### src/hdl/wb_bus_pkg.sv
//////////////////////////////////////////////////////////////////////
// Wishbone bus package
// Bus widths and the slave address map shared by the
// interconnect and the register slaves
//////////////////////////////////////////////////////////////////////

package wb_bus_pkg;

   // Data and address widths
   localparam int adr_width = 4;
   localparam int dat_width = 8;

   // Address bit that picks the slave
   localparam int slave_sel_bit = 3;

   // Slave codes seen on the select bit
   localparam logic pic_slave   = 1'b0;
   localparam logic timer_slave = 1'b1;

endpackage

### src/hdl/pic_pkg.sv
//////////////////////////////////////////////////////////////////////
// Interrupt controller package
// Level count, register offsets of the controller and timer,
// and the command word field layout
//////////////////////////////////////////////////////////////////////

package pic_pkg;

   localparam int num_levels  = 8;
   localparam int level_width = 3;

   // Controller register offsets
   localparam logic [2:0] reg_cmd    = 3'd0;
   localparam logic [2:0] reg_mask   = 3'd1;
   localparam logic [2:0] reg_vector = 3'd2;
   localparam logic [2:0] reg_base   = 3'd3;

   // Timer register offsets
   localparam logic [2:0] reg_tmr_reload = 3'd0;
   localparam logic [2:0] reg_tmr_ctrl   = 3'd1;
   localparam logic [2:0] reg_tmr_count  = 3'd2;

   // Command word layout, kind in bits 4:3
   localparam int         cmd_kind_lsb  = 3;
   localparam logic [1:0] cmd_kind_eoi  = 2'b00;
   localparam logic [1:0] cmd_kind_ocw3 = 2'b01;

   // OCW3 read select in bits 1:0
   localparam int         ocw3_rsel_lsb = 0;
   localparam logic [1:0] rsel_irr      = 2'b10;
   localparam logic [1:0] rsel_isr      = 2'b11;

endpackage

### src/hdl/wb_if.sv
//////////////////////////////////////////////////////////////////////
// Wishbone classic interface
// One master/slave link with registered single-cycle ack
//////////////////////////////////////////////////////////////////////

`timescale 1ns/100ps

interface wb_if;

   logic                             cyc;
   logic                             stb;
   logic                             we;
   logic [wb_bus_pkg::adr_width-1:0] adr;
   logic [wb_bus_pkg::dat_width-1:0] dat_w;
   logic [wb_bus_pkg::dat_width-1:0] dat_r;
   logic                             ack;

   // Master side holds cyc, stb, adr and dat_w until ack
   modport master (
      output cyc, stb, we, adr, dat_w,
      input  dat_r, ack
   );

   modport slave (
      input  cyc, stb, we, adr, dat_w,
      output dat_r, ack
   );

endinterface

### src/hdl/wb_arbiter.sv
//////////////////////////////////////////////////////////////////////
// Wishbone arbiter and decoder
// Grants one of two masters, engine first on a tie, and routes
// the granted cycle to the controller or the timer by address
//////////////////////////////////////////////////////////////////////

`timescale 1ns/100ps

module wb_arbiter (
   input  logic clk,
   input  logic rst,
   wb_if.slave  m_host,
   wb_if.slave  m_eng,
   wb_if.master s_pic,
   wb_if.master s_tmr
);

   typedef enum logic [1:0] {
      own_none,
      own_host,
      own_eng
   } owner_t;

   owner_t owner;

   // Granted master's request
   logic                             cyc;
   logic                             stb;
   logic                             we;
   logic [wb_bus_pkg::adr_width-1:0] adr;
   logic [wb_bus_pkg::dat_width-1:0] dat_w;

   // Selected slave's response
   logic                             to_tmr;
   logic [wb_bus_pkg::dat_width-1:0] dat_r;
   logic                             ack;

   // Grant is taken only from idle and kept while the owner holds cyc
   always_ff @(posedge clk) begin
      if (rst) begin
         owner <= own_none;
      end else begin
         case (owner)
            own_none: begin
               if (m_eng.cyc)
                  owner <= own_eng;
               else if (m_host.cyc)
                  owner <= own_host;
            end
            own_host: if (!m_host.cyc) owner <= own_none;
            own_eng:  if (!m_eng.cyc) owner <= own_none;
            default:  owner <= own_none;
         endcase
      end
   end

   always_comb begin
      case (owner)
         own_host: begin
            cyc   = m_host.cyc;
            stb   = m_host.stb;
            we    = m_host.we;
            adr   = m_host.adr;
            dat_w = m_host.dat_w;
         end
         own_eng: begin
            cyc   = m_eng.cyc;
            stb   = m_eng.stb;
            we    = m_eng.we;
            adr   = m_eng.adr;
            dat_w = m_eng.dat_w;
         end
         default: begin
            cyc   = 1'b0;
            stb   = 1'b0;
            we    = 1'b0;
            adr   = '0;
            dat_w = '0;
         end
      endcase
   end

   // Address decode
   assign to_tmr = (adr[wb_bus_pkg::slave_sel_bit] == wb_bus_pkg::timer_slave);

   assign s_pic.cyc   = cyc & (adr[wb_bus_pkg::slave_sel_bit] == wb_bus_pkg::pic_slave);
   assign s_pic.stb   = stb & (adr[wb_bus_pkg::slave_sel_bit] == wb_bus_pkg::pic_slave);
   assign s_pic.we    = we;
   assign s_pic.adr   = adr;
   assign s_pic.dat_w = dat_w;

   assign s_tmr.cyc   = cyc & to_tmr;
   assign s_tmr.stb   = stb & to_tmr;
   assign s_tmr.we    = we;
   assign s_tmr.adr   = adr;
   assign s_tmr.dat_w = dat_w;

   // Response goes back to the owner only
   assign dat_r = to_tmr ? s_tmr.dat_r : s_pic.dat_r;
   assign ack   = to_tmr ? s_tmr.ack : s_pic.ack;

   assign m_host.dat_r = dat_r;
   assign m_host.ack   = (owner == own_host) & ack;
   assign m_eng.dat_r  = dat_r;
   assign m_eng.ack    = (owner == own_eng) & ack;

endmodule

### src/hdl/pic_core.sv
//////////////////////////////////////////////////////////////////////
// Programmable interrupt controller, 8259 style
// Edge-latched request, mask and in-service registers with fixed
// priority (level 0 highest), full nesting and a bus register file
//////////////////////////////////////////////////////////////////////

`timescale 1ns/100ps

module pic_core (
   input  logic                           clk,
   input  logic                           rst,
   wb_if.slave                            bus,
   input  logic [pic_pkg::num_levels-1:0] ir,
   output logic                           intr
);

   logic [pic_pkg::num_levels-1:0]  ir_q;
   logic [pic_pkg::num_levels-1:0]  irr;
   logic [pic_pkg::num_levels-1:0]  imr;
   logic [pic_pkg::num_levels-1:0]  isr;
   logic [pic_pkg::num_levels-1:0]  pending;
   logic [pic_pkg::num_levels-1:0]  pend_low;
   logic [pic_pkg::num_levels-1:0]  isr_low;
   logic [pic_pkg::level_width-1:0] pend_lvl;
   logic [pic_pkg::level_width-1:0] isr_lvl;
   logic [wb_bus_pkg::dat_width-1:pic_pkg::level_width] base;
   logic                            rd_isr;

   logic                                 acc;
   logic [wb_bus_pkg::slave_sel_bit-1:0] offset;
   logic [1:0]                           cmd_kind;
   logic [1:0]                           rsel;
   logic                                 vec_ack;
   logic                                 eoi;

   // Index of the lowest set bit, zero when none
   function automatic logic [pic_pkg::level_width-1:0] low_idx(
      input logic [pic_pkg::num_levels-1:0] v
   );
      logic [pic_pkg::level_width-1:0] idx;
      idx = '0;
      for (int i = pic_pkg::num_levels - 1; i >= 0; i--) begin
         if (v[i])
            idx = pic_pkg::level_width'(i);
      end
      return idx;
   endfunction

   // Priority resolution
   assign pending  = irr & ~imr;
   assign pend_low = pending & (~pending + 1'b1);
   assign isr_low  = isr & (~isr + 1'b1);
   assign pend_lvl = low_idx(pending);
   assign isr_lvl  = low_idx(isr);

   // Only a level above everything in service may interrupt
   assign intr = (|pending) & (~(|isr) | (pend_lvl < isr_lvl));

   // Bus decode
   assign acc      = bus.cyc & bus.stb & ~bus.ack;
   assign offset   = bus.adr[wb_bus_pkg::slave_sel_bit-1:0];
   assign cmd_kind = bus.dat_w[pic_pkg::cmd_kind_lsb +: 2];
   assign rsel     = bus.dat_w[pic_pkg::ocw3_rsel_lsb +: 2];
   assign vec_ack  = acc & ~bus.we & (offset == pic_pkg::reg_vector) & intr;
   assign eoi      = acc & bus.we & (offset == pic_pkg::reg_cmd)
                     & (cmd_kind == pic_pkg::cmd_kind_eoi);

   // Request latch, a new edge wins over the acknowledge clear
   always_ff @(posedge clk) begin
      if (rst) begin
         ir_q <= '0;
         irr  <= '0;
      end else begin
         ir_q <= ir;
         irr  <= (irr & ~(vec_ack ? pend_low : '0)) | (ir & ~ir_q);
      end
   end

   // In service, set by the vector read and cleared by non-specific EOI
   always_ff @(posedge clk) begin
      if (rst) begin
         isr <= '0;
      end else if (vec_ack) begin
         isr <= isr | pend_low;
      end else if (eoi) begin
         isr <= isr & ~isr_low;
      end
   end

   // Mask, base and status select
   always_ff @(posedge clk) begin
      if (rst) begin
         imr    <= '0;
         base   <= '0;
         rd_isr <= 1'b0;
      end else if (acc && bus.we) begin
         case (offset)
            pic_pkg::reg_cmd: begin
               if (cmd_kind == pic_pkg::cmd_kind_ocw3) begin
                  if (rsel == pic_pkg::rsel_irr)
                     rd_isr <= 1'b0;
                  else if (rsel == pic_pkg::rsel_isr)
                     rd_isr <= 1'b1;
               end
            end
            pic_pkg::reg_mask: imr <= bus.dat_w;
            pic_pkg::reg_base: base <= bus.dat_w[wb_bus_pkg::dat_width-1:pic_pkg::level_width];
            default: ;
         endcase
      end
   end

   always_ff @(posedge clk) begin
      if (rst)
         bus.ack <= 1'b0;
      else
         bus.ack <= acc;
   end

   // Read data is captured with the ack
   always_ff @(posedge clk) begin
      if (acc && !bus.we) begin
         case (offset)
            pic_pkg::reg_cmd:    bus.dat_r <= rd_isr ? isr : irr;
            pic_pkg::reg_mask:   bus.dat_r <= imr;
            pic_pkg::reg_vector: bus.dat_r <= {base, pend_lvl};
            pic_pkg::reg_base:   bus.dat_r <= {base, pic_pkg::level_width'(0)};
            default:             bus.dat_r <= '0;
         endcase
      end
   end

endmodule

### src/hdl/interval_timer.sv
//////////////////////////////////////////////////////////////////////
// Interval timer
// Reloadable down-counter that pulses tick for one cycle at zero
//////////////////////////////////////////////////////////////////////

`timescale 1ns/100ps

module interval_timer (
   input  logic clk,
   input  logic rst,
   wb_if.slave  bus,
   output logic tick
);

   logic [wb_bus_pkg::dat_width-1:0]     reload;
   logic [wb_bus_pkg::dat_width-1:0]     count;
   logic                                 en;
   logic                                 acc;
   logic [wb_bus_pkg::slave_sel_bit-1:0] offset;

   assign acc    = bus.cyc & bus.stb & ~bus.ack;
   assign offset = bus.adr[wb_bus_pkg::slave_sel_bit-1:0];

   always_ff @(posedge clk) begin
      if (acc && bus.we && offset == pic_pkg::reg_tmr_reload)
         reload <= bus.dat_w;
   end

   // Ctrl write also restarts the count from reload
   always_ff @(posedge clk) begin
      if (rst) begin
         en    <= 1'b0;
         count <= '0;
         tick  <= 1'b0;
      end else if (acc && bus.we && offset == pic_pkg::reg_tmr_ctrl) begin
         en    <= bus.dat_w[0];
         count <= reload;
         tick  <= 1'b0;
      end else if (en) begin
         tick  <= (count == '0);
         count <= (count == '0) ? reload : count - 1'b1;
      end else begin
         tick <= 1'b0;
      end
   end

   always_ff @(posedge clk) begin
      if (rst)
         bus.ack <= 1'b0;
      else
         bus.ack <= acc;
   end

   always_ff @(posedge clk) begin
      if (acc && !bus.we) begin
         case (offset)
            pic_pkg::reg_tmr_reload: bus.dat_r <= reload;
            pic_pkg::reg_tmr_ctrl:   bus.dat_r <= {{(wb_bus_pkg::dat_width - 1){1'b0}}, en};
            pic_pkg::reg_tmr_count:  bus.dat_r <= count;
            default:                 bus.dat_r <= '0;
         endcase
      end
   end

endmodule

### src/hdl/int_ack_engine.sv
//////////////////////////////////////////////////////////////////////
// Interrupt acknowledge engine
// Bus master that reads the controller vector register on intr and
// offers the vector downstream with a valid/ready handshake
//////////////////////////////////////////////////////////////////////

`timescale 1ns/100ps

module int_ack_engine (
   input  logic                             clk,
   input  logic                             rst,
   wb_if.master                             bus,
   input  logic                             intr,
   output logic [wb_bus_pkg::dat_width-1:0] vec_data,
   output logic                             vec_valid,
   input  logic                             vec_ready
);

   typedef enum logic [1:0] {
      st_idle,
      st_read,
      st_present
   } state_t;

   state_t state;

   always_ff @(posedge clk) begin
      if (rst) begin
         state <= st_idle;
      end else begin
         case (state)
            st_idle:    if (intr) state <= st_read;
            st_read:    if (bus.ack) state <= st_present;
            st_present: if (vec_ready) state <= st_idle;
            default:    state <= st_idle;
         endcase
      end
   end

   // Vector held until the consumer takes it
   always_ff @(posedge clk) begin
      if (state == st_read && bus.ack)
         vec_data <= bus.dat_r;
   end

   // Strobe drops the cycle after ack as state leaves read
   assign bus.cyc   = (state == st_read);
   assign bus.stb   = (state == st_read);
   assign bus.we    = 1'b0;
   assign bus.adr   = {wb_bus_pkg::pic_slave, pic_pkg::reg_vector};
   assign bus.dat_w = '0;

   assign vec_valid = (state == st_present);

endmodule

### src/hdl/pic_subsys_top.sv
//////////////////////////////////////////////////////////////////////
// Interrupt subsystem top level
// Host port and acknowledge engine share one Wishbone bus to the
// interrupt controller and the interval timer
//////////////////////////////////////////////////////////////////////

`timescale 1ns/100ps

module pic_subsys_top (
   input  logic                             clk,
   input  logic                             rst,
   input  logic                             host_cyc,
   input  logic                             host_stb,
   input  logic                             host_we,
   input  logic [wb_bus_pkg::adr_width-1:0] host_adr,
   input  logic [wb_bus_pkg::dat_width-1:0] host_dat_w,
   output logic [wb_bus_pkg::dat_width-1:0] host_dat_r,
   output logic                             host_ack,
   input  logic [7:1]                       ir_ext,
   output logic                             int_out,
   output logic [wb_bus_pkg::dat_width-1:0] vec_data,
   output logic                             vec_valid,
   input  logic                             vec_ready
);

   wb_if host_bus ();
   wb_if eng_bus ();
   wb_if pic_bus ();
   wb_if tmr_bus ();

   logic tick;

   // Host port onto its bus link
   assign host_bus.cyc   = host_cyc;
   assign host_bus.stb   = host_stb;
   assign host_bus.we    = host_we;
   assign host_bus.adr   = host_adr;
   assign host_bus.dat_w = host_dat_w;
   assign host_dat_r     = host_bus.dat_r;
   assign host_ack       = host_bus.ack;

   wb_arbiter wb_arbiter_i (
      .clk    (clk),
      .rst    (rst),
      .m_host (host_bus.slave),
      .m_eng  (eng_bus.slave),
      .s_pic  (pic_bus.master),
      .s_tmr  (tmr_bus.master)
   );

   // Timer tick is request line 0
   pic_core pic_core_i (
      .clk  (clk),
      .rst  (rst),
      .bus  (pic_bus.slave),
      .ir   ({ir_ext, tick}),
      .intr (int_out)
   );

   interval_timer interval_timer_i (
      .clk  (clk),
      .rst  (rst),
      .bus  (tmr_bus.slave),
      .tick (tick)
   );

   int_ack_engine int_ack_engine_i (
      .clk       (clk),
      .rst       (rst),
      .bus       (eng_bus.master),
      .intr      (int_out),
      .vec_data  (vec_data),
      .vec_valid (vec_valid),
      .vec_ready (vec_ready)
   );

endmodule

### config.mk
export PLATFORM = sky130hd
export DESIGN_NAME = pic_subsys_top
export DESIGN_NICKNAME = d
export VERILOG_FILES = /design/src/hdl/wb_bus_pkg.sv /design/src/hdl/pic_pkg.sv /design/src/hdl/wb_if.sv /design/src/hdl/wb_arbiter.sv /design/src/hdl/pic_core.sv /design/src/hdl/interval_timer.sv /design/src/hdl/int_ack_engine.sv /design/src/hdl/pic_subsys_top.sv
export SDC_FILE = /design/constraint.sdc
export NUM_CORES = 1
export LEC_CHECK = 0
export BUFFER_PORTS_ARGS = -buffer_cell sky130_fd_sc_hd__buf_2
export CAP_MARGIN = 20
export CELL_PAD_IN_SITES_DETAIL_PLACEMENT = 1
export CELL_PAD_IN_SITES_GLOBAL_PLACEMENT = 1
export CORE_MARGIN = 5
export CORE_UTILIZATION = 45
export DETAILED_ROUTE_END_ITERATION = 10
export GPL_ROUTABILITY_DRIVEN = 1
export PLACE_DENSITY = 0.84
export SKIP_CTS_REPAIR_TIMING = 1
export SYNTH_ARGS = -nofsm -noshare
export SYNTH_HDL_FRONTEND = slang
export SYNTH_SLANG_ARGS = --single-unit
### constraint.sdc
create_clock -name clk -period 3.5 [get_ports clk]
set_input_delay 0.35 -clock clk [delete_from_list [all_inputs] [get_ports clk]]
set_output_delay 0.35 -clock clk [all_outputs]
set_load 0.1 [all_outputs]
; Word level (Yosys, flattened, before mapping)
; Index checks and enable logic that the tools add are counted.
[op_classes]
add_sub_neg = 3
order_cmp = 1
eq_ne = 16
mux = 43
bitwise = 38
n_reduce_logical = 24
[ops]
columns = op, n
row1 = two-way mux 8 bit, 9
row2 = AND 8 bit, 6
row3 = two-way mux 3 bit, 16
row4 = NOT 8 bit, 6
row5 = case mux 8 bit (4 select lines), 1
row6 = case mux 8 bit (3 select lines), 1
row7 = AND 1 bit, 17
row8 = adder 8 x 1 -> 8 bit (second input constant), 2
row9 = OR 8 bit, 2
row10 = OR reduction 8 bit, 2
row11 = two-way mux 2 bit, 7
row12 = case mux 2 bit (3 select lines), 2
row13 = equality test 2 bit (second input constant), 4
row14 = zero test 8 bit, 1
row15 = case mux 4 bit (2 select lines), 1
row16 = subtractor 8 x 1 -> 8 bit (second input constant), 1
row17 = logical AND 1 bit, 7
row18 = equality test 2 x 1 -> 1 bit (second input constant), 3
row19 = equality test 3 x 2 -> 1 bit (second input constant), 2
row20 = zero test 2 bit, 3
row21 = inequality test 2 bit (second input constant), 3
row22 = NOT 1 bit, 6
row23 = AND reduction 3 bit, 2
row24 = nonzero test 2 bit, 3
row25 = 12 further kinds, 18
[word_totals]
register_bits = 86
output_inout_bits = 19

; Logic depth before layout (Yosys ltp)
; Gate-level depths: netlist (run 1).
[logic_depth]
word_depth = 18
mapped_depth = 11

; Modules after synthesis
; A second synthesis (run 1) with hierarchy kept.
[hier_totals]
cells_unflattened = 511
hier_area_um2 = 4964.8
[by_module_without_submodules]
columns = mod, n_inst, cells_each, area_each_um2, seq_area_each_um2
row1 = pic_core, 1, 267, 2452.4, 1021.0
row2 = interval_timer, 1, 120, 1353.8, 700.7
row3 = wb_arbiter, 1, 90, 713.2, 40.0
row4 = int_ack_engine, 1, 34, 445.4, 280.3

; Worst setup path after synthesis (run 1)
; Ideal clock, no wire load.
[synth_path]
path_type = reg-to-output
from = register pic_core_i.isr[0] (netlist bit)
to = output port int_out
arrival_time_ns = 2.736
setup_slack_ns = 0.414
stages_incl_launch_ff = 8
path_cell_list = dfxtp_1 -> nor4_1 -> o41ai_1 -> ha_1 -> a211oi_1 -> o21ai_0 -> o21ai_1 -> and2_1
[synth_via]
elab_chain_len = 4
elab_cells_between_ends = 6
[synth_rtl]
columns = element, line
row1 = from (decl), pic_core.sv:20  ; logic [pic_pkg::num_levels-1:0] isr;
row2 = from (signal assigned), pic_core.sv:84  ; isr <= isr | pend_low;
row3 = from (signal assigned), pic_core.sv:86  ; isr <= isr & ~isr_low;
row4 = two-way mux 3 bit or OR reduction 8 bit (tied branches), "pic_core.sv:43, pic_core.sv:57"
row5 = less-than comparator 3 bit or NOT 1 bit (tied branches), pic_core.sv:57  ; assign intr = (|pending) & (~(|isr) | (pend_lvl < isr_lvl));
row6 = OR 1 bit *, pic_core.sv:57
row7 = AND 1 bit *, pic_core.sv:57
row8 = to (decl), pic_subsys_top.sv:20  ; output logic int_out,
; Every way passes the cells marked *; elsewhere a longest branch is shown, timed or not.

; Worst setup path in the final report (run 1)
; Ends and elaborated chain as after synthesis.

==> results of run 1 <==
[how the worst max path moves through the flow]
stage                              startpoint  endpoint  slack [ns]  cells after the start
6_report       pic_core_i.isr[0]$_SDFFE_PP0P_   int_out        0.25                      8
5_1_grt        pic_core_i.isr[0]$_SDFFE_PP0P_   int_out        0.07                      8
3_3_place_gp     pic_core_i.irr[0]$_SDFF_PP0_   int_out        0.79                     10
2_1_floorplan  pic_core_i.isr[0]$_SDFFE_PP0P_   int_out        0.41                      7
4_1_cts          pic_core_i.irr[0]$_SDFF_PP0_   int_out        0.24                     10
3_5_place_dp     pic_core_i.irr[0]$_SDFF_PP0_   int_out        0.64                     10
[per-stage QoR]
step | hold WS [ns] | setup WS (ns) | cells | cell area, µm²
6_report | 0.205 | 0.246 | 602 | 4740
4_1_cts | 0.198 | 0.240 | 602 | 4740
2_1_floorplan | 0.414 | 0.414 | 446 | 4240
3_3_place_gp | 0.430 | 0.789 | 586 | 4550
5_1_grt | 0.196 | 0.0689 | 602 | 4740
3_5_place_dp | 0.443 | 0.638 | 586 | 4550
[state kept, by name, summed over array words and instances, names as in the netlist]
name	flops
pic_core_i.rd_isr	1
wb_arbiter_i.owner	2
pic_core_i.base	5
pic_core_i.ir_q	8
int_ack_engine_i.state	2
interval_timer_i.tick	1
pic_core_i.bus.ack	1
interval_timer_i.en	1
interval_timer_i.bus.ack	1
interval_timer_i.count	8
pic_core_i.irr	8
interval_timer_i.reload	8
pic_core_i.imr	8
pic_core_i.bus.dat_r	8
pic_core_i.isr	8
int_ack_engine_i.vec_data	8
interval_timer_i.bus.dat_r	8
[cell families (layout without fill, tap and decap cells)]
kind of cell	after synthesis	after routing	share of synthesized area, %
AOI/OAI and AO/OA	102	102	15.9
and+or+nand+nor	184	184	22.8
buffers and inverters	35	80	3.19
muxes	32	32	7.91
DFF	86	86	48.2
adders and majority gates	7	7	2.07
[cell type report]
type	instances	area [µm²]
fillers	1066	4450
multi-input cells	325	2060
flip-flops and latches	86	2040
repair buffers	47	245
well taps	111	139
clock buffers	11	131
inverters	17	63.8
clock inverters	5	58.8
[synth_stat cells (3+ instances only)]
cell type and count:
mux2i_1 20, nand4_1 3, o211ai_1 3, dfxtp_1 54, edfxtp_1 32, nor2_1 53
nand2_1 45, o21ai_1 13, inv_1 14, nor3_1 10, mux2_2 11, a221oi_1 3
a31oi_1 5, nand3b_1 3, o21ai_0 12, nor2b_1 23, a21oi_1 32, clkbuf_1 15
nand3_1 5, buf_2 3, inv_2 3, nor4_1 6, a222oi_1 5, ha_1 7
nand2b_1 9, a31o_1 3, and2_1 11
[power by group]
group	switching, W	internal (W)	total [W]
Clock	0.000373	0.000332	0.000705
Sequential	0.0000101	0.00106	0.00107
Combinational	0.000195	0.0000849	0.000280
Total	0.000578	0.00147	0.00205
[per-layer routing]
layer	routed length, µm	global-route usage [%]
met3	854	5.84
met4	269	6.76
met1	5360	29.4
met5	0	0
met2	5710	36.7
==> reports/qor.txt, run 1 <==
Avg WL per Cell = 20.3 µm
post-synthesis register bit count = 86
sequential-to-total area share from yosys stat = 48.2%
hold depth = 2
Worst Path Buf+Inv = 1
GPL Wtd Cong = 0.915
die height = 107 µm
ys flop type = dfxtp_1
antenna violations before repair = 0
Max Fclk = 307 MHz
GRT Util Overall = 22.5%
Area Growth Syn to Fin = 11.9%
Chip Width = 107 µm
HP Start = ir_ext[5]
Hold WC Path Type = in -> reg
Final ANT Viol Nets = 0
Mapped Area = 0.00424 mm²
Die ar. = 0.0115 mm²
n_diodes = 0
H-tree depth = 3
syn_nets = 478
# IOs = 44
P_leak = 1.78 nW
later-pin clock latency in the skew report = 0.37 ns
Syn Inst Count = 446
Crit Path Category = reg -> out
worst IR drop on VDD = 0.000246 V
Final Cycle Share = 93.0%
count of input and output buffers = 43
Synth area leaders = dfxtp_1, edfxtp_1, mux2i_1
Post-synth ARST share = 0%
DRT Pass-1 Iters = 5
Worst EP arrival = 2.90 ns
post-layout utilization of the core = 51.6%
Final Hold Viols = 0
Setup Skew = 0.00551 ns
Synth top area share = 25.5%
pin count of the biggest net entering global routing = 27
most frequent cells in the layout = dfxtp_1, nor2_1, nand2_1
DRT Wirelength = 12,200 µm
max_cap viols = 0
register-to-register setup slack = 0.71 ns
Core Box Area = 0.00920 mm²
number of synthesized flops with an enable pin = 32
CP delay by family, top = simple AND/OR/NAND/NOR gates
CP startpoint kind = flip-flop
Warnings, synthesis = 0
Crit Path Max Fanout = 6
number of global-route vias before repair = 3,791
Slew headroom = 44.1%
Final HPWL DP = 9120 µm
slowest stage delay, CP = 0.61 ns
CTS buffer count = 9
Reg clk slew, reported paths = 0.09 ns
Fin Setup TNS = 0 ns
CP cell instances = nor4_1 > o41ai_1 > ha_1 > a211oi_1 > o21ai_0 > o21ai_1 > and2_1 > buf_2
Distinct cells, synth = 61
worst path required time = 3.15 ns
Final nets = 518
Least-Margin Pin Slew = 0.835 ns
Hold EP = pic_core_i.ir_q[5]$_SDFF_PP0_
drt initial violations = 299
fin crit period = 3.25 ns
Remaining DRCs = 0
Design Power = 0.00205 W
status = finished clean
commonest non-fill, non-tap cell in the layout = dfxtp_1
# clock sinks = 86
Reg2Reg Depth = 9
clk root buf = clkbuf_8
Final Setup Violations = 0
PwrDens = 432 mW/mm²
Via Count = 3,670
layout cells sized above 1 = 17.7%
Mean Syn Cell Area = 9.50 µm²
worst r2r src = pic_core_i.isr[0]$_SDFFE_PP0P_
RSZ-0062 raised after global routing = false
first-pass GRT wire length = 20,100 µm
CP max-delay cell = nor4_1
maximum buffer depth of the clock tree = 2
gr ovfl total = 0
area leader, netlist = dfxtp_1
CP Capture Type = primary output
Core Rows = 35
reg-to-reg endpoint = pic_core_i.irr[6]$_SDFF_PP0_
Avg Vias per Cell = 6.10
Initial Util = 46.1%
CTS tree = built
Slew Viols, Final = 0
Note: power is estimated with default switching activity, not from simulation.
==> run 2, diff against run 1 <==
--- a/config.mk
+++ b/config.mk
@@ -10,10 +10,11 @@
 export CELL_PAD_IN_SITES_DETAIL_PLACEMENT = 1
 export CELL_PAD_IN_SITES_GLOBAL_PLACEMENT = 1
 export CORE_MARGIN = 5
-export CORE_UTILIZATION = 45
+export CORE_UTILIZATION = 49
+export CTS_BUF_LIST = sky130_fd_sc_hd__clkbuf_4 sky130_fd_sc_hd__clkbuf_8 sky130_fd_sc_hd__clkbuf_16
 export DETAILED_ROUTE_END_ITERATION = 10
 export GPL_ROUTABILITY_DRIVEN = 1
-export PLACE_DENSITY = 0.84
+export PLACE_DENSITY = 0.9
 export SKIP_CTS_REPAIR_TIMING = 1
 export SYNTH_ARGS = -nofsm -noshare
 export SYNTH_HDL_FRONTEND = slang
==> constraint.sdc (replaced) <==
create_clock -name clk -period 4 [get_ports clk]
set_input_delay 0.4 -clock clk [delete_from_list [all_inputs] [get_ports clk]]
set_output_delay 0.4 -clock clk [all_outputs]
set_load 0.1 [all_outputs]
==> run 2 against run 1 <==
Die area down 7.4%. Critical path depth unchanged. Clock power down 10%. Wire length up 4.6%. Global-route usage up 2.7 points. Final cell count down 0.50%. Clock skew up 0.0028 ns. Register-to-register slack better by 0.31 ns. Sequential share of layout area unchanged. Sequential power down 13%. Cell area unchanged. Critical path type unchanged. Critical endpoint unchanged. Largest power group unchanged. Highest routed layer unchanged.
==> reports/qor.txt, run 2 (synthesized netlist as in run 1, its figures left out) <==
status = finished clean
count of input and output buffers = 43
Crit Path Max Fanout = 6
register share of total power = 51.6%
Final HPWL DP = 9310 µm
Fin Setup TNS = 0 ns
later-pin clock latency in the skew report = 0.37 ns
Avg Vias per Cell = 6.13
GRT Util Overall = 25.2%
CTS tree = built
slowest stage delay, CP = 0.61 ns
CP max-delay cell = nor4_1
PwrDens = 382 mW/mm²
Sw Ratio = 29.0%
DRT Wirelength = 12,800 µm
maximum buffer depth of the clock tree = 2
CP startpoint kind = flip-flop
CP delay by family, top = compound AO/OA/AOI/OAI gates
antenna violations before repair = 0
Reg clk slew, reported paths = 0.09 ns
Via Count = 3,669
Initial Util = 49.3%
first-pass GRT wire length = 20,400 µm
P_leak = 1.77 nW
Final Setup Violations = 0
pin count of the biggest net entering global routing = 33
Setup Skew = 0.00835 ns
Die ar. = 0.0106 mm²
Final ANT Viol Nets = 0
n_diodes = 0
placed cell count = 583
Core Rows = 34
Worst Hold Slack = 0.250 ns
commonest non-fill, non-tap cell in the layout = dfxtp_1
die height = 103 µm
fin crit period = 3.41 ns
Crit Path Category = reg -> out
Layout Cells excl Fill = 599
# IOs = 44
CP Capture Type = primary output
number of global-route vias before repair = 3,911
# clock sinks = 86
DRT Pass-1 Iters = 4
Chip Width = 103 µm
Final Hold Viols = 0
combinational power share = 13.6%
gr ovfl total = 0
Remaining DRCs = 0
Core Box Area = 0.00859 mm²
CTS buffer count = 9
P_sw = 0.000524 W
Max Fclk = 293 MHz
drt initial violations = 187
CP cell instances = nor4_1 > o41ai_1 > ha_1 > a211oi_1 > o21ai_0 > o21ai_1 > and2_1 > buf_2
P_int = 0.00129 W
Hold WC Path Type = in -> reg
Fillers = 1,009
GPL Wtd Cong = 0.934
max_cap viols = 0
Final Cycle Share = 85.3%
H-tree depth = 3
clock power share = 34.8%
Final nets = 518
Worst Path Buf+Inv = 1
clk root buf = clkbuf_8
most frequent cells in the layout = dfxtp_1, nor2_1, nand2_1
worst path required time = 3.60 ns
Area Growth Syn to Fin = 11.9%
layout cells sized above 1 = 17.9%
worst IR drop on VDD = 0.000181 V
Worst EP arrival = 3.01 ns
Slew Viols, Final = 0
Slew headroom = 45.9%
Least-Margin Pin Slew = 0.812 ns
Avg WL per Cell = 21.3 µm
RSZ-0062 raised after global routing = false
-- run 2: cell count changes in the layout (fill, tap and decap cells not counted) --
cell,before,now
clkinvlp_4,1,4
clkbuf_1,2,0
clkinv_4,1,0
nor2b_1,22,23
nor2b_2,1,0
-- run 2: worst reg2reg max path, cell delays in order (launching register included) --
cell and delay [ns]:
dfxtp_1 0.38, nor4_1 0.61, o41ai_1 0.20, ha_1 0.33, a211oi_1 0.28, o21ai_0 0.13
o21ai_1 0.17, buf_4 0.20, and2_1 0.41, a31oi_1 0.15
-- run 2: area by class of cell --
type                       instances  area, µm²  share of cell area (%)
clock inverter                     7       72.6                    1.53
tap                              108        135                    2.85
inverter                          17       63.8                    1.35
clock buffer                       9        124                    2.61
timing repair buffer              47        245                    5.17
sequential                        86       2040                    43.0
multi-input combinational        325       2060                    43.4
-- run 2: metrics by stage --
step	power, W	setup WS, ns	util, %	instance area [µm²]
floorplan	0.00112	0.864	-	4240
global placement	0.00118	1.22	52.9	4550
detailed placement	0.00119	1.04	52.9	4550
CTS	0.00181	0.600	55.2	4740
global route	0.00188	0.413	55.2	4740
finish	0.00181	0.586	55.2	4740
-- run 2: per-layer routing --
metal	part of all wire [%]	global-route usage, %	routed length (µm)
met1	41	29.7	5170
met2	50	43.7	6320
met3	5.9	4.87	754
met4	4.0	12.5	507
met5	0	0	0
-- run 2: worst paths after layout --
path | from | to | slack (ns) | depth (start not counted)
min reg2reg | interval_timer_i.tick$_SDFF_PP0_ | pic_core_i.ir_q[0]$_SDFF_PP0_ | 0.47 | 1
max reg2reg | pic_core_i.isr[0]$_SDFFE_PP0P_ | pic_core_i.irr[0]$_SDFF_PP0_ | 1.02 | 9
min | ir_ext[1] | pic_core_i.ir_q[1]$_SDFF_PP0_ | 0.25 | 2
max | pic_core_i.isr[0]$_SDFFE_PP0P_ | int_out | 0.59 | 8
-- run 2: power by group through the flow --
| stage | Combinational, W | Sequential, W | Clock [W] |
|---|---|---|---|
| 2_1_floorplan | 0.000172 | 0.000951 | 0 |
| 3_3_place_gp | 0.000232 | 0.000953 | 0 |
| 3_5_place_dp | 0.000240 | 0.000954 | 0 |
| 4_1_cts | 0.000244 | 0.000934 | 0.000634 |
| 5_1_grt | 0.000265 | 0.000936 | 0.000680 |
| 6_report | 0.000246 | 0.000934 | 0.000631 |
==> run 3, diff against run 2 <==
--- a/config.mk
+++ b/config.mk
@@ -14,7 +14,8 @@
 export CTS_BUF_LIST = sky130_fd_sc_hd__clkbuf_4 sky130_fd_sc_hd__clkbuf_8 sky130_fd_sc_hd__clkbuf_16
 export DETAILED_ROUTE_END_ITERATION = 10
 export GPL_ROUTABILITY_DRIVEN = 1
-export PLACE_DENSITY = 0.9
+export PLACE_DENSITY = 0.83
+export REMOVE_ABC_BUFFERS = 1
 export SKIP_CTS_REPAIR_TIMING = 1
 export SYNTH_ARGS = -nofsm -noshare
 export SYNTH_HDL_FRONTEND = slang
==> run 3 against run 2 <==
Wire length about the same. Register-to-register slack better by 0.14 ns. Core utilization grew 0.51 points. Hold slack better by 0.0088 ns. Final cell count unchanged. Count of clock-buffer cells in the layout rose by 3. Largest cell class unchanged. Largest power group unchanged.
==> reports/qor.txt, run 3 (synthesized netlist as in run 1, its figures left out) <==
status = finished clean
P_leak = 1.81 nW
Design Area, Final = 0.00479 mm²
Final nets = 518
Setup Skew = 0.0128 ns
CP startpoint kind = flip-flop
maximum buffer depth of the clock tree = 2
PwrDens = 402 mW/mm²
reg-to-reg endpoint = interval_timer_i.count[2]$_SDFFE_PP0P_
worst path required time = 3.60 ns
most frequent cells in the layout = dfxtp_1, nor2_1, nand2_1
Via Count = 3,638
Final Cycle Share = 86.5%
RSZ-0062 raised after global routing = false
Final Hold Viols = 0
Design Power = 0.00192 W
Worst EP arrival = 3.06 ns
GRT Util Overall = 25.2%
Remaining DRCs = 0
Final HPWL DP = 9260 µm
DRT Wirelength = 12,800 µm
post-layout utilization of the core = 55.7%
fin crit period = 3.46 ns
Least-Margin Pin Slew = 0.969 ns
n_diodes = 0
hold depth = 2
antenna violations before repair = 0
Worst Setup SP = pic_core_i.isr[0]$_SDFFE_PP0P_
Initial Util = 49.3%
Reg clk slew, reported paths = 0.09 ns
Crit Path Max Fanout = 10
placed cell count = 583
number of global-route vias before repair = 3,865
Avg WL per Cell = 21.3 µm
Reg2Reg Depth = 9
die height = 103 µm
layout cells sized above 1 = 18.1%
GPL Wtd Cong = 0.936
Core Box Area = 0.00859 mm²
worst r2r src = wb_arbiter_i.owner[1]$_SDFFE_PP0P_
Hold WC Path Type = in -> reg
first-pass GRT wire length = 20,200 µm
Chip Width = 103 µm
Die ar. = 0.0106 mm²
Fin Setup TNS = 0 ns
DRT Pass-1 Iters = 5
# IOs = 44
Final ANT Viol Nets = 0
Slew headroom = 35.4%
Setup crit end = int_out
clk root buf = clkbuf_8
later-pin clock latency in the skew report = 0.37 ns
Slew Viols, Final = 0
Post-DP Area = 0.00455 mm²
CTS buffer count = 9
max_cap viols = 0
Core Rows = 34
Max Fclk = 289 MHz
commonest non-fill, non-tap cell in the layout = dfxtp_1
count of input and output buffers = 43
CP Capture Type = primary output
H-tree depth = 3
Layout Cells excl Fill = 599
gr ovfl total = 0
pin count of the biggest net entering global routing = 47
Area Growth Syn to Fin = 13.0%
Final Setup Violations = 0
worst IR drop on VDD = 0.000214 V
Avg Vias per Cell = 6.07
drt initial violations = 230
register-to-register setup slack = 1.16 ns
CTS tree = built
# clock sinks = 86
Crit Path Category = reg -> out
[run 3: changes by cell type in the layout (fill, tap and decap cells not counted)]
cell / before / now
bufinv_16: 1 / 2
clkinvlp_4: 4 / 1
clkinv_1: 1 / 0
clkbuf_4: 0 / 2
clkbuf_16: 0 / 1
[run 3: power breakdown]
group          switching [W]  internal [W]  leakage [nW]  total, W
Clock               0.000335      0.000407         0.119  0.000741
Sequential        0.00000976      0.000924         0.724  0.000934
Combinational       0.000174     0.0000752         0.963  0.000249
Total               0.000518       0.00141          1.81   0.00192
[run 3: how the worst min path moves through the flow]
| stage | slack (ns) | startpoint | endpoint |
|---|---|---|---|
| global placement | 0.44 | int_ack_engine_i.state[1]$_SDFFE_PP0P_ | int_ack_engine_i.state[0]$_SDFFE_PP0P_ |
| floorplan | 0.41 | int_ack_engine_i.state[1]$_SDFFE_PP0P_ | int_ack_engine_i.state[0]$_SDFFE_PP0P_ |
| CTS | 0.25 | ir_ext[4] | pic_core_i.ir_q[4]$_SDFF_PP0_ |
| detailed placement | 0.45 | int_ack_engine_i.state[1]$_SDFFE_PP0P_ | int_ack_engine_i.state[0]$_SDFFE_PP0P_ |
| global route | 0.27 | ir_ext[1] | pic_core_i.ir_q[1]$_SDFF_PP0_ |
| finish | 0.26 | ir_ext[4] | pic_core_i.ir_q[4]$_SDFF_PP0_ |
[run 3: layout make-up]
type / count / area (µm²)
Sequential cell: 86 / 2040
Multi-Input combinational cell: 325 / 2060
Tap cell: 108 / 135
Clock buffer: 12 / 164
Timing Repair Buffer: 47 / 245
Fill cell: 973 / 3810
Inverter: 17 / 63.8
Clock inverter: 4 / 76.3
[run 3: critical path, stage by stage (launching register included)]
cell,delay (ns)
dfxtp_1,0.38
nor4_1,0.59
o41ai_1,0.18
ha_1,0.34
a211oi_1,0.23
o21ai_0,0.12
o21ai_1,0.13
buf_4,0.18
and2_1,0.13
buf_2,0.42
[run 3: metrics by stage]
stage	setup WS (ns)	hold WS (ns)
detailed placement	0.946	0.449
global route	0.249	0.269
finish	0.541	0.259
CTS	0.538	0.245
global placement	1.07	0.440
floorplan	0.863	0.413
[run 3: metal layers]
metal	up-vias	part of all wire, %	GRT usage [%]
li1	1691	-	-
met5	-	0	0
met1	1810	41	29.2
met3	32	4.3	5.01
met2	105	51	44.4
met4	0	3.4	11.7
